<file path="src/hdl/arp_macros.svh">
`ifndef ARP_MACROS_SVH
`define ARP_MACROS_SVH

// ************************************************************
// protocol field values.
// ************************************************************
`define ARP_ETHERTYPE   16'h0806
`define ARP_HTYPE_ETH   16'h0001
`define ARP_PTYPE_IPV4  16'h0800
`define ARP_HLEN_MAC    8'd6
`define ARP_PLEN_IPV4   8'd4
`define ARP_OPER_REQ    16'd1
`define ARP_OPER_REPLY  16'd2

// frame lengths in bytes, without preamble and fcs.
`define ETH_HDR_BYTES   14
`define ARP_HDR_BYTES   28
`define ETH_FRAME_MAX   60
`define ARP_REPLY_BYTES 42

// register map, word addresses.
`define REG_IPV4      3'd0
`define REG_MAC_HI    3'd1
`define REG_MAC_LO    3'd2
`define REG_REQ_CNT   3'd3
`define REG_REPLY_CNT 3'd4
`define REG_DROP_CNT  3'd5

`endif
</file>
<file path="src/hdl/arp_pkg.sv">
package arp_pkg;

  // ************************************************************
  // vectors with a meaning of their own.
  // ************************************************************
  typedef logic [47:0] mac_addr_t;
  typedef logic [31:0] ipv4_addr_t;
  typedef logic [15:0] ethertype_t;
  typedef logic [15:0] cnt_t;

  // one beat of a byte stream.
  typedef struct packed {
    logic [7:0] dat;
    logic       val;
    logic       err;
  } byte_strm_t;

  typedef struct packed {
    mac_addr_t  dst_mac;
    mac_addr_t  src_mac;
    ethertype_t ethertype;
  } eth_meta_t;

  // fields in the order they appear on the wire, first byte in the msbs.
  typedef struct packed {
    logic [15:0] htype;
    logic [15:0] ptype;
    logic [7:0]  hlen;
    logic [7:0]  plen;
    logic [15:0] oper;
    mac_addr_t   sha;
    ipv4_addr_t  spa;
    mac_addr_t   tha;
    ipv4_addr_t  tpa;
  } arp_hdr_t;

  typedef struct packed {
    mac_addr_t  mac;
    ipv4_addr_t ipv4;
  } dev_t;

  typedef struct packed {
    logic        cyc;
    logic        stb;
    logic        we;
    logic [2:0]  adr;
    logic [31:0] dat;
  } wb_req_t;

  typedef struct packed {
    logic        ack;
    logic [31:0] dat;
  } wb_rsp_t;

  typedef enum logic [1:0] {PS_HDR, PS_PAYLOAD, PS_DISCARD} parse_state_t;
  typedef enum logic {TS_IDLE, TS_SEND} tx_state_t;

endpackage

</file>
<file path="src/hdl/arp_top.sv">
`timescale 1ns/10ps

module arp_top (
  input  logic                clk,
  input  logic                fsm_rst,
  input  arp_pkg::byte_strm_t rx,
  output arp_pkg::byte_strm_t tx,
  input  logic                tx_rdy,
  input  arp_pkg::wb_req_t    wb_i,
  output arp_pkg::wb_rsp_t    wb_o
);

  arp_pkg::byte_strm_t pay;
  arp_pkg::eth_meta_t  meta;
  arp_pkg::dev_t       dev;
  arp_pkg::arp_hdr_t   req_hdr;
  logic                req_pulse;
  logic                reply_pulse;
  logic                drop_pulse;

  eth_rx_parser i_eth_rx_parser (
    .clk     (clk),
    .fsm_rst (fsm_rst),
    .rx      (rx),
    .pay     (pay),
    .meta    (meta)
  );

  arp_rx i_arp_rx (
    .clk       (clk),
    .fsm_rst   (fsm_rst),
    .pay       (pay),
    .meta      (meta),
    .dev       (dev),
    .req_hdr   (req_hdr),
    .req_pulse (req_pulse)
  );

  arp_tx i_arp_tx (
    .clk         (clk),
    .fsm_rst     (fsm_rst),
    .dev         (dev),
    .req_hdr     (req_hdr),
    .req_pulse   (req_pulse),
    .tx          (tx),
    .tx_rdy      (tx_rdy),
    .reply_pulse (reply_pulse),
    .drop_pulse  (drop_pulse)
  );

  arp_regs i_arp_regs (
    .clk         (clk),
    .fsm_rst     (fsm_rst),
    .wb_i        (wb_i),
    .wb_o        (wb_o),
    .req_pulse   (req_pulse),
    .reply_pulse (reply_pulse),
    .drop_pulse  (drop_pulse),
    .dev         (dev)
  );

endmodule

</file>
<file path="src/hdl/arp_regs.sv">
`timescale 1ns/10ps

`include "arp_macros.svh"

module arp_regs (
  input  logic             clk,
  input  logic             fsm_rst,
  input  arp_pkg::wb_req_t wb_i,
  output arp_pkg::wb_rsp_t wb_o,
  input  logic             req_pulse,
  input  logic             reply_pulse,
  input  logic             drop_pulse,
  output arp_pkg::dev_t    dev
);

  logic          ack_q;
  logic [31:0]   rdat_q;
  logic [31:0]   rdat;
  logic          sel;
  arp_pkg::cnt_t req_cnt;
  arp_pkg::cnt_t reply_cnt;
  arp_pkg::cnt_t drop_cnt;

  function automatic arp_pkg::cnt_t sat_inc(input arp_pkg::cnt_t c, input logic ev);
    sat_inc = (ev && c != '1) ? c + 16'd1 : c;
  endfunction

  // a new access is taken only while ack is low, so ack lasts one cycle.
  assign sel = wb_i.cyc && wb_i.stb && !ack_q;

  // ************************************************************
  // bus access and address registers.
  // ************************************************************
  always_ff @(posedge clk) begin
    if (fsm_rst) begin
      ack_q <= 1'b0;
      dev   <= '0;
    end else begin
      ack_q <= sel;
      if (sel && wb_i.we) begin
        case (wb_i.adr)
          `REG_IPV4:   dev.ipv4       <= wb_i.dat;
          `REG_MAC_HI: dev.mac[47:32] <= wb_i.dat[15:0];
          `REG_MAC_LO: dev.mac[31:0]  <= wb_i.dat;
          default: ;
        endcase
      end
    end
  end

  always_comb begin
    case (wb_i.adr)
      `REG_IPV4:      rdat = dev.ipv4;
      `REG_MAC_HI:    rdat = {16'h0000, dev.mac[47:32]};
      `REG_MAC_LO:    rdat = dev.mac[31:0];
      `REG_REQ_CNT:   rdat = {16'h0000, req_cnt};
      `REG_REPLY_CNT: rdat = {16'h0000, reply_cnt};
      `REG_DROP_CNT:  rdat = {16'h0000, drop_cnt};
      default:        rdat = '0;
    endcase
  end

  always_ff @(posedge clk) begin
    if (sel) rdat_q <= rdat;
  end

  assign wb_o = '{ack: ack_q, dat: rdat_q};

  // ************************************************************
  // event counters that stop at full scale.
  // ************************************************************
  always_ff @(posedge clk) begin
    if (fsm_rst) begin
      req_cnt   <= '0;
      reply_cnt <= '0;
      drop_cnt  <= '0;
    end else begin
      req_cnt   <= sat_inc(req_cnt, req_pulse);
      reply_cnt <= sat_inc(reply_cnt, reply_pulse);
      drop_cnt  <= sat_inc(drop_cnt, drop_pulse);
    end
  end

endmodule

</file>
<file path="src/hdl/arp_tx.sv">
`timescale 1ns/10ps

`include "arp_macros.svh"

module arp_tx (
  input  logic                clk,
  input  logic                fsm_rst,
  input  arp_pkg::dev_t       dev,
  input  arp_pkg::arp_hdr_t   req_hdr,
  input  logic                req_pulse,
  output arp_pkg::byte_strm_t tx,
  input  logic                tx_rdy,
  output logic                reply_pulse,
  output logic                drop_pulse
);

  localparam int LAST = `ARP_REPLY_BYTES - 1;

  arp_pkg::tx_state_t                 state;
  logic [5:0]                         idx;
  arp_pkg::mac_addr_t                 req_sha;
  arp_pkg::ipv4_addr_t                req_spa;
  arp_pkg::eth_meta_t                 eth;
  arp_pkg::arp_hdr_t                  rep;
  logic [`ARP_REPLY_BYTES-1:0][7:0]   frame;
  logic                               busy;
  logic                               xfer;
  logic                               last;

  // ************************************************************
  // reply frame built from the latched requester fields.
  // ************************************************************
  assign eth = '{dst_mac: req_sha, src_mac: dev.mac, ethertype: `ARP_ETHERTYPE};

  assign rep = '{htype: `ARP_HTYPE_ETH,
                 ptype: `ARP_PTYPE_IPV4,
                 hlen:  `ARP_HLEN_MAC,
                 plen:  `ARP_PLEN_IPV4,
                 oper:  `ARP_OPER_REPLY,
                 sha:   dev.mac,
                 spa:   dev.ipv4,
                 tha:   req_sha,
                 tpa:   req_spa};

  // the first byte on the wire sits in the top entry.
  assign frame = {eth, rep};

  assign busy = (state == arp_pkg::TS_SEND);
  assign xfer = busy && tx_rdy;
  assign last = (idx == 6'(LAST));

  assign tx = '{dat: frame[6'(LAST) - idx], val: busy, err: 1'b0};

  assign reply_pulse = xfer && last;
  assign drop_pulse  = req_pulse && busy;

  // ************************************************************
  // send state machine.
  // ************************************************************
  always_ff @(posedge clk) begin
    if (fsm_rst) begin
      state <= arp_pkg::TS_IDLE;
      idx   <= '0;
    end else begin
      case (state)
        arp_pkg::TS_IDLE: begin
          if (req_pulse) begin
            state <= arp_pkg::TS_SEND;
            idx   <= '0;
          end
        end
        default: begin
          if (xfer) begin
            if (last) begin
              state <= arp_pkg::TS_IDLE;
              idx   <= '0;
            end else begin
              idx <= idx + 6'd1;
            end
          end
        end
      endcase
    end
  end

  always_ff @(posedge clk) begin
    if (req_pulse && !busy) begin
      req_sha <= req_hdr.sha;
      req_spa <= req_hdr.spa;
    end
  end

endmodule

</file>
<file path="src/hdl/arp_rx.sv">
`timescale 1ns/10ps

`include "arp_macros.svh"

module arp_rx (
  input  logic                clk,
  input  logic                fsm_rst,
  input  arp_pkg::byte_strm_t pay,
  input  arp_pkg::eth_meta_t  meta,
  input  arp_pkg::dev_t       dev,
  output arp_pkg::arp_hdr_t   req_hdr,
  output logic                req_pulse
);

  // largest payload that still fits in a minimum size frame.
  localparam int PAY_MAX  = `ETH_FRAME_MAX - `ETH_HDR_BYTES;
  localparam int HDR_BITS = $bits(arp_pkg::arp_hdr_t);

  logic [HDR_BITS-1:0] shreg;
  arp_pkg::arp_hdr_t   cur;
  logic [5:0]          pay_cnt;
  logic                in_frm;
  logic                bad;
  logic                fields_ok;
  logic                len_ok;

  assign cur = shreg;

  // the first 28 payload bytes are kept, anything after is pad.
  always_ff @(posedge clk) begin
    if (pay.val && pay_cnt < 6'(`ARP_HDR_BYTES)) begin
      shreg <= {shreg[HDR_BITS-9:0], pay.dat};
    end
  end

  // ************************************************************
  // decision logic.
  // ************************************************************
  assign fields_ok = (meta.ethertype == `ARP_ETHERTYPE) &&
                     (cur.htype == `ARP_HTYPE_ETH) &&
                     (cur.ptype == `ARP_PTYPE_IPV4) &&
                     (cur.hlen == `ARP_HLEN_MAC) &&
                     (cur.plen == `ARP_PLEN_IPV4) &&
                     (cur.oper == `ARP_OPER_REQ) &&
                     (cur.tpa == dev.ipv4);

  assign len_ok = (pay_cnt >= 6'(`ARP_HDR_BYTES));

  always_ff @(posedge clk) begin
    if (fsm_rst) begin
      pay_cnt   <= '0;
      in_frm    <= 1'b0;
      bad       <= 1'b0;
      req_pulse <= 1'b0;
    end else begin
      req_pulse <= 1'b0;
      if (pay.val) begin
        in_frm <= 1'b1;
        if (pay_cnt != 6'(PAY_MAX)) pay_cnt <= pay_cnt + 6'd1;
        if (pay.err || pay_cnt == 6'(PAY_MAX)) bad <= 1'b1;
      end else begin
        // an idle cycle ends the frame and clears everything for the next.
        in_frm  <= 1'b0;
        pay_cnt <= '0;
        bad     <= 1'b0;
        if (in_frm && !bad && len_ok && fields_ok) req_pulse <= 1'b1;
      end
    end
  end

  always_ff @(posedge clk) begin
    if (!pay.val && in_frm) req_hdr <= cur;
  end

endmodule

</file>
<file path="src/hdl/eth_rx_parser.sv">
`timescale 1ns/10ps

`include "arp_macros.svh"

module eth_rx_parser (
  input  logic                clk,
  input  logic                fsm_rst,
  input  arp_pkg::byte_strm_t rx,
  output arp_pkg::byte_strm_t pay,
  output arp_pkg::eth_meta_t  meta
);

  localparam int META_BITS = $bits(arp_pkg::eth_meta_t);

  arp_pkg::parse_state_t state;
  logic [3:0]            hdr_cnt;
  logic [7:0]            pay_dat;
  logic                  pay_val;
  logic                  pay_err;
  logic [META_BITS-1:0]  meta_q;

  // ************************************************************
  // header counter and frame state.
  // ************************************************************
  always_ff @(posedge clk) begin
    if (fsm_rst) begin
      state   <= arp_pkg::PS_HDR;
      hdr_cnt <= '0;
    end else begin
      case (state)
        arp_pkg::PS_HDR: begin
          if (!rx.val) begin
            hdr_cnt <= '0;
          end else if (rx.err) begin
            state   <= arp_pkg::PS_DISCARD;
            hdr_cnt <= '0;
          end else if (hdr_cnt == 4'(`ETH_HDR_BYTES - 1)) begin
            state   <= arp_pkg::PS_PAYLOAD;
            hdr_cnt <= '0;
          end else begin
            hdr_cnt <= hdr_cnt + 4'd1;
          end
        end
        arp_pkg::PS_PAYLOAD: begin
          if (!rx.val) state <= arp_pkg::PS_HDR;
          else if (rx.err) state <= arp_pkg::PS_DISCARD;
        end
        default: begin
          // wait for the aborted frame to go idle.
          if (!rx.val) state <= arp_pkg::PS_HDR;
          hdr_cnt <= '0;
        end
      endcase
    end
  end

  // header bytes enter at the bottom so the first one ends up in the msbs.
  always_ff @(posedge clk) begin
    if (state == arp_pkg::PS_HDR && rx.val && !rx.err) begin
      meta_q <= {meta_q[META_BITS-9:0], rx.dat};
    end
  end

  // ************************************************************
  // registered payload stream.
  // ************************************************************
  always_ff @(posedge clk) begin
    if (fsm_rst) begin
      pay_val <= 1'b0;
      pay_err <= 1'b0;
    end else begin
      pay_val <= rx.val && (state == arp_pkg::PS_PAYLOAD);
      pay_err <= rx.val && rx.err && (state != arp_pkg::PS_DISCARD);
    end
  end

  always_ff @(posedge clk) begin
    pay_dat <= rx.dat;
  end

  assign pay  = '{dat: pay_dat, val: pay_val, err: pay_err};
  assign meta = meta_q;

endmodule

</file>
<file path="config.mk">
export PLATFORM = sky130hd
export DESIGN_NAME = arp_top
export DESIGN_NICKNAME = d
export VERILOG_FILES = /design/src/hdl/arp_pkg.sv /design/src/hdl/arp_top.sv /design/src/hdl/arp_regs.sv /design/src/hdl/arp_tx.sv /design/src/hdl/arp_rx.sv /design/src/hdl/eth_rx_parser.sv
export VERILOG_INCLUDE_DIRS = /design/src /design/src/hdl
export SDC_FILE = /design/constraint.sdc
export NUM_CORES = 1
export LEC_CHECK = 0
export BUFFER_PORTS_ARGS = -buffer_cell sky130_fd_sc_hd__clkbuf_2
export CORE_ASPECT_RATIO = 0.7
export CORE_MARGIN = 2
export CORE_UTILIZATION = 35
export CTS_BUF_LIST = sky130_fd_sc_hd__clkbuf_16
export CTS_CLUSTER_DIAMETER = 60
export DETAILED_ROUTE_END_ITERATION = 8
export SLEW_MARGIN = 20
export SYNTH_ARGS = -nofsm -noshare
export SYNTH_HDL_FRONTEND = slang
export SYNTH_SLANG_ARGS = --single-unit
</file>
<file path="constraint.sdc">
create_clock -name clk -period 18.34 [get_ports clk]
set_clock_uncertainty 0.1 [all_clocks]
set_input_delay 3.668 -clock clk [delete_from_list [all_inputs] [get_ports clk]]
set_output_delay 3.668 -clock clk [all_outputs]
set_load 0.01 [all_outputs]
</file>
==> impl_metrics.ini, run 1 <==
[critical_path]
max_stage_delay_ps = 850
endpoint = tx[3]
ff2ff_path_depth = 8
criticalPathCategory = flip-flop to primary output
rr_endpoint = i_arp_tx.idx[5]
reg2reg_slack_ps = 15220
crit_path_max_fanout = 43
arrival_ps = 4840
start_kind = flip-flop
cp-startpoint = i_arp_tx.idx[1]
r2r_start = i_arp_tx.idx[1]
slowest_stage = ha_1
crit_chain = buf_4 -> inv_1 -> ha_1 -> clkinv_1 -> nor2_1 -> a211oi_1 -> o32ai_1 -> clkbuf_2
critPathCaptureType = primary output
crit_required_ps = 14570

[outcome]
outcome = completed

[clocking]
cts_max_path_buffers = 3
clock-root-buffer = clkbuf_16
htree_levels = 2
cts_inserted_buffers = 53
clk_latency_ps = 600
ctsResizeCount = 0
post_cts_buffers = 0
holdBufCountCts = 0
clkTransAtPathRegs_ps = 70
clock_sinks = 593
cts_tree = done

[yosys]
synth_cell_types = 69
yosysMostFrequentCell = edfxtp_1
syn_nets = 1606
synth_flop_cell = edfxtp_1
syn_inst = 1543
yosys.area.top_type = edfxtp_1
ys_top_cells_by_area = edfxtp_1 58%, dfxtp_1 14%, mux4_2 3.1%
postSynth.asyncResetShare_pct = 0
syn_avg_cell_area_um2 = 14.5
ys_seq_area_share_pct = 72.3
synth_edf_count = 432
synth_area_mm2 = 0.0224
ys_warn_count = 0
yosys-top-cells-count = 432 x edfxtp_1, 169 x nand2_1, 161 x dfxtp_1
ys_seq_elements = 593
synth_top_area_share_pct = 57.9

[timing]
period_needed_ps = 8610
worst_pin_slew_ps = 1120
rsz0062_at_grt = no
relSlewSlack_pct = 25.3
fmax_mhz = 116
setup_viol = 0
drv_slew = 0
hold_viol_final = 0
timing.final.crit_share_pct = 46.9
tns_ps = 0

[route]
drt-vias-per-instance = 5.28
drt_wl_total_mm = 54.9
final_antenna_net_count = 0
dr_total_vias = 13200
drc = 0
wl_per_cell_um = 21.9
dr.pass1.iters = 7
drt-initial-drc-count = 1550

[die]
die_h_um = 216
num_io_pins = 94
dieArea_mm2 = 0.0661
coreArea_mm2 = 0.0632
start_util_pct = 35.4
die_w_um = 306
fp-row-count = 77

[cells_and_area]
finalNonFillerCells = 2508
nets = 1696
postLayoutCoreUtil_pct = 40.4
drive_gt1_share_pct = 14.5
area_growth_syn_to_layout_pct = 14.0
fill_cells = 5772
fin_area_mm2 = 0.0255

[job]
maxCapViolCount = 0

[power]
vdd_drop_max_uv = 57.8
p_per_area_mw_per_mm2 = 102
total_power_mw = 2.59
leakage_nw = 8.29

[global_routing]
grt_first_pass_wirelength_mm = 81.1
grt_pass1_vias = 12400
grt_overflow_total = 0
grt_max_degree = 162
grt_usage_pct = 16.3
antenna_found_initial = 1

[placed_design]
place_area_mm2 = 0.0237
hpwl_mm = 37.2
portBuffers = 92
place_inst = 2406
gp_congestion = 0.901

[min_path]
hp-class = flip-flop to flip-flop
==> cells in the final DEF (no fill, tap or decap), types with 35 or more instances in the layout <==
| cell type | instances |
|---|---|
| edfxtp_1 | 432 |
| nand2_1 | 169 |
| dfxtp_1 | 159 |
| nor2_1 | 113 |
| a21oi_1 | 103 |
| clkbuf_2 | 91 |
| mux2i_1 | 55 |
| clkbuf_16 | 53 |
| xor2_1 | 49 |
| nand3_1 | 37 |
| xnor2_1 | 35 |
==> power breakdown <==
| group | switching [mW] | internal (mW) | total, mW | leakage, nW |
|---|---|---|---|---|
| registers | 0.00450 | 1.43 | 1.43 | 5.20 |
| clock network | 0.493 | 0.629 | 1.12 | 0.910 |
| logic | 0.0280 | 0.0119 | 0.0399 | 2.17 |
| total | 0.525 | 2.07 | 2.59 | 8.29 |
==> state kept, by name (all words and copies together) (netlist names), 4 cells and up <==
register                 count
i_arp_tx.req_sha            48
i_arp_regs.drop_cnt         16
i_arp_regs.rdat_q           32
i_arp_regs.reply_cnt        16
i_arp_rx.cur               224
i_eth_rx_parser.pay_dat      8
i_eth_rx_parser.hdr_cnt      4
i_arp_rx.req_hdr            80
i_arp_rx.pay_cnt             6
i_arp_regs.req_cnt          16
i_arp_regs.dev              80
i_arp_tx.req_spa            32
i_arp_tx.idx                 6
i_eth_rx_parser.meta        16
==> stage by stage <==
step / hold WS (ps) / setup slack, ps
after floorplan: 286 / 11690
after global placement: 296 / 10410
after detailed placement: 289 / 10350
after CTS: 305 / 9740
after global routing: 320 / 9370
final: 297 / 9730
==> area by class of cell <==
cell class	count	area, µm²	area share [%]
sequential	593	16200	63.5
clock inverter	46	434	1.70
antenna	2	5.00	0.0196
clock buffer	53	1330	5.20
tap	829	1040	4.06
timing repair buffer	108	616	2.41
inverter	17	63.8	0.250
multi-input combinational	860	5840	22.9
==> cells by family (layout without fill, tap and decap cells) <==
family          count (synthesis)  count (layout)  synth area share, %
flops                         593             593                 72.3
simple gates                  444             444                 9.35
compound gates                223             223                 6.46
mux                            95              95                 6.03
buf+inv                        90             224                 1.84
xor+xnor                       85              85                 3.32
fa+ha+maj                      12              12                0.670
other cells                     1               3               0.0167
==> critical path, delay by kind of cell (launching register included) <==
family / cells / cell delay (ps)
flip-flops: 1 / 310
AO/OA/AOI/OAI: 2 / 750
adder cells (fa/ha/maj): 1 / 850
buffers and inverters: 4 / 1860
AND/OR/NAND/NOR: 1 / 450
==> metal layers <==
| layer | vias to the layer above | routed length [µm] | global-route usage, % |
|---|---|---|---|
| li1 | 5967 | - | - |
| met1 | 6665 | 26900 | 26.1 |
| met2 | 536 | 22000 | 21.9 |
| met3 | 70 | 5030 | 3.97 |
| met4 | 0 | 926 | 3.35 |
| met5 | - | 0 | 0 |
==> worst min-delay path by stage <==
stage                                     startpoint                    to  slack, ps  cells after the start
after floorplan           i_eth_rx_parser.pay_dat[0]       i_arp_rx.cur[0]        290                      0
after global placement    i_eth_rx_parser.pay_dat[4]       i_arp_rx.cur[4]        300                      0
after detailed placement  i_eth_rx_parser.pay_dat[5]       i_arp_rx.cur[5]        290                      0
after CTS                      i_arp_rx.req_hdr[109]  i_arp_tx.req_spa[29]        310                      0
after global routing           i_arp_rx.req_hdr[141]  i_arp_tx.req_sha[29]        320                      0
final                          i_arp_rx.req_hdr[153]  i_arp_tx.req_sha[41]        300                      0
(Power assumes the default switching activity.)
==> inputs of run 2 (changes only) <==
--- a/config.mk
+++ b/config.mk
@@ -6,6 +6,7 @@
 export SDC_FILE = /design/constraint.sdc
 export NUM_CORES = 1
 export LEC_CHECK = 0
+export ABC_AREA = 1
 export BUFFER_PORTS_ARGS = -buffer_cell sky130_fd_sc_hd__clkbuf_2
 export CORE_ASPECT_RATIO = 0.7
 export CORE_MARGIN = 2
==> constraint.sdc (replaced) <==
create_clock -name clk -period 8.11 [get_ports clk]
set_clock_uncertainty 0.1 [all_clocks]
set_input_delay 1.622 -clock clk [delete_from_list [all_inputs] [get_ports clk]]
set_output_delay 1.622 -clock clk [all_outputs]
set_load 0.01 [all_outputs]
==> run 2 against run 1 <==
  * Cell count grew 21%
  * Register-to-register slack lost 10000 ps
  * Global-route usage grew 0.72 points
  * First-iteration DRC count grew 11%
  * Non-clock buffer count shrank 2
  * Hold slack gained 6.7 ps
  * Critical path type unchanged
==> impl_metrics.ini, run 2 <==
[critical_path]
cp_top_family = simple AND/OR/NAND/NOR gates
crit_chain = inv_2 -> ha_1 -> nor2_2 -> inv_1 -> nand2_1 -> nor2_1 -> inv_2 -> nor2_1 -> a21oi_1 -> nand2_1 -> nand2_1 -> nand2_1 -> clkbuf_2
start_kind = flip-flop
crit_path_max_fanout = 27
cp_common_cell = nand2_1
critical_path_buf_inv_count = 4
crit_required_ps = 6390
arrival_ps = 3620
slowest_stage = inv_2
critPathCaptureType = primary output
criticalPathCategory = flip-flop to primary output
max_stage_delay_ps = 540

[timing]
fmax_mhz = 187
timing.final.crit_share_pct = 65.9
drv_slew = 0
rsz0062_at_grt = no
setup_viol = 0
hold_viol_final = 0
tns_ps = 0
relSlewSlack_pct = 25.3
period_needed_ps = 5340
worst_pin_slew_ps = 1120

[route]
final_antenna_net_count = 0
drc = 0
dr.pass1.iters = 6
highest_layer = met5
drt-vias-per-instance = 5.03
drt-initial-drc-count = 1719
drt_wl_total_mm = 57.9
wl_met3_mm = 4.72
dr_total_vias = 15200
dr_wl_met2_mm = 24.0
wl_per_cell_um = 19.1
m1WireLength_mm = 28.2

[clocking]
cts_inserted_buffers = 58
clkTransAtPathRegs_ps = 60
ctsResizeCount = 0
clock-root-buffer = clkbuf_16
post_cts_buffers = 0
clock_sinks = 593
cts_tree = done
htree_levels = 2
cts_max_path_buffers = 3
holdBufCountCts = 0
clk_latency_ps = 610

[die]
die_h_um = 218
coreArea_mm2 = 0.0648
num_io_pins = 94
dieArea_mm2 = 0.0677
start_util_pct = 35.4
die_w_um = 310
fp-row-count = 78

[global_routing]
grt_usage_pct = 17.0
grt_overflow_total = 0
antenna_found_initial = 2
grt_first_pass_wirelength_mm = 87.3
grt_max_degree = 183
grt_pass1_vias = 14300

[cells_and_area]
multi_input_area_mm2 = 0.00587
area_growth_syn_to_layout_pct = 14.1
layout_common_cells = 432 x edfxtp_1, 345 x nand2_1, 250 x nor2_1
drive_gt1_share_pct = 10.7
fill_cells = 6220
nets = 2157
final_common_cell = edfxtp_1
finalNonFillerCells = 3025
postLayoutCoreUtil_pct = 40.4
regArea_mm2 = 0.0162
largest_reg_flops = 224

[yosys]
synth_top_area_share_pct = 56.5
ys_warn_count = 0
syn_inst = 1999
synth_edf_count = 432
ys_seq_elements = 593
yosysMostFrequentCell = edfxtp_1
syn_nets = 2062
yosys.area.top_type = edfxtp_1
syn_avg_cell_area_um2 = 11.5
postSynth.asyncResetShare_pct = 0
synth_area_mm2 = 0.0230
synth_cell_types = 45
ys_top_cells_by_area = edfxtp_1 57%, dfxtp_1 14%, nand2_1 5.6%
yosys-top-cells-count = 432 x edfxtp_1, 345 x nand2_1, 254 x nor2_1
synth_flop_cell = edfxtp_1
ys_seq_area_share_pct = 70.6

[placed_design]
portBuffers = 92
gp_congestion = 0.899
hpwl_mm = 39.5
place_inst = 2914

[job]
maxCapViolCount = 0

[min_path]
hp-class = flip-flop to flip-flop

[power]
vdd_drop_max_uv = 165
p_per_area_mw_per_mm2 = 232
total_power_mw = 6.08
leakage_nw = 9.07

[outcome]
outcome = completed
## run 2: cell types whose count changed in the layout (fill, tap and decap cells not counted), sizes merged, moves of 44 or more
cell	change
nand2	+179
nand3	+44
o21ai	+129
nor2	+148
inv	+124
mux2i	-55
## run 2: report_power, final
part           switching, mW  internal [mW]  leakage, nW
sequential            0.0297           3.30         5.22
clock                   1.15           1.47        0.947
combinational         0.0997         0.0329         2.90
## run 2: path summary, 6_finish.rpt
check                             start                 endpoint  slack [ps]  cells past startpoint
max                     i_arp_tx.idx[1]                    tx[6]        2770                     13
min          i_eth_rx_parser.pay_dat[3]          i_arp_rx.cur[3]         300                      0
max reg2reg             i_arp_tx.idx[1]  i_arp_regs.reply_cnt[2]        5220                     10
min reg2reg  i_eth_rx_parser.pay_dat[3]          i_arp_rx.cur[3]         300                      0
## run 2: through the flow
step	area [µm²]	hold WS (ps)	setup WS, ps
after floorplan	23000	286	1200
after global placement	24300	297	2990
after detailed placement	24300	289	3420
after CTS	26200	303	2750
after global routing	26200	309	2530
final	26200	304	2770
## run 2: worst reg2reg max path, cell delays in order (launching register included)
cell      delay, ps
dfxtp_1         320
inv_2           540
ha_1            360
nand2_2          90
clkinv_2        100
nand4_4          90
nor2_2          320
nand2_2         320
inv_2           280
nand3_1         100
and3_1          180
## run 2: cells by family after synthesis
family,count (synthesis),share of synthesized area [%]
buffers and inverters,225,4.08
adders and majority gates,12,0.654
and+or+nand+nor,775,14.2
xor gates and xnor gates,51,2.09
other,1,0.0163
AOI/OAI and AO/OA,342,8.39
DFF,593,70.6
## run 2: per-layer routing
metal,GRT usage (%),vias up
met4,3.91,2
li1,-,7125
met3,3.39,83
met2,23.8,581
met5,0,-
met1,26.7,7430
## run 2: area by class of cell
type,instances,share of cell area (%)
antenna,1,0.00955
sequential,593,61.8
clock inverter,50,1.42
multi-input combinational,1181,22.4
clock buffer,60,5.73
tap,880,4.20
inverter,154,2.22
timing repair buffer,106,2.22
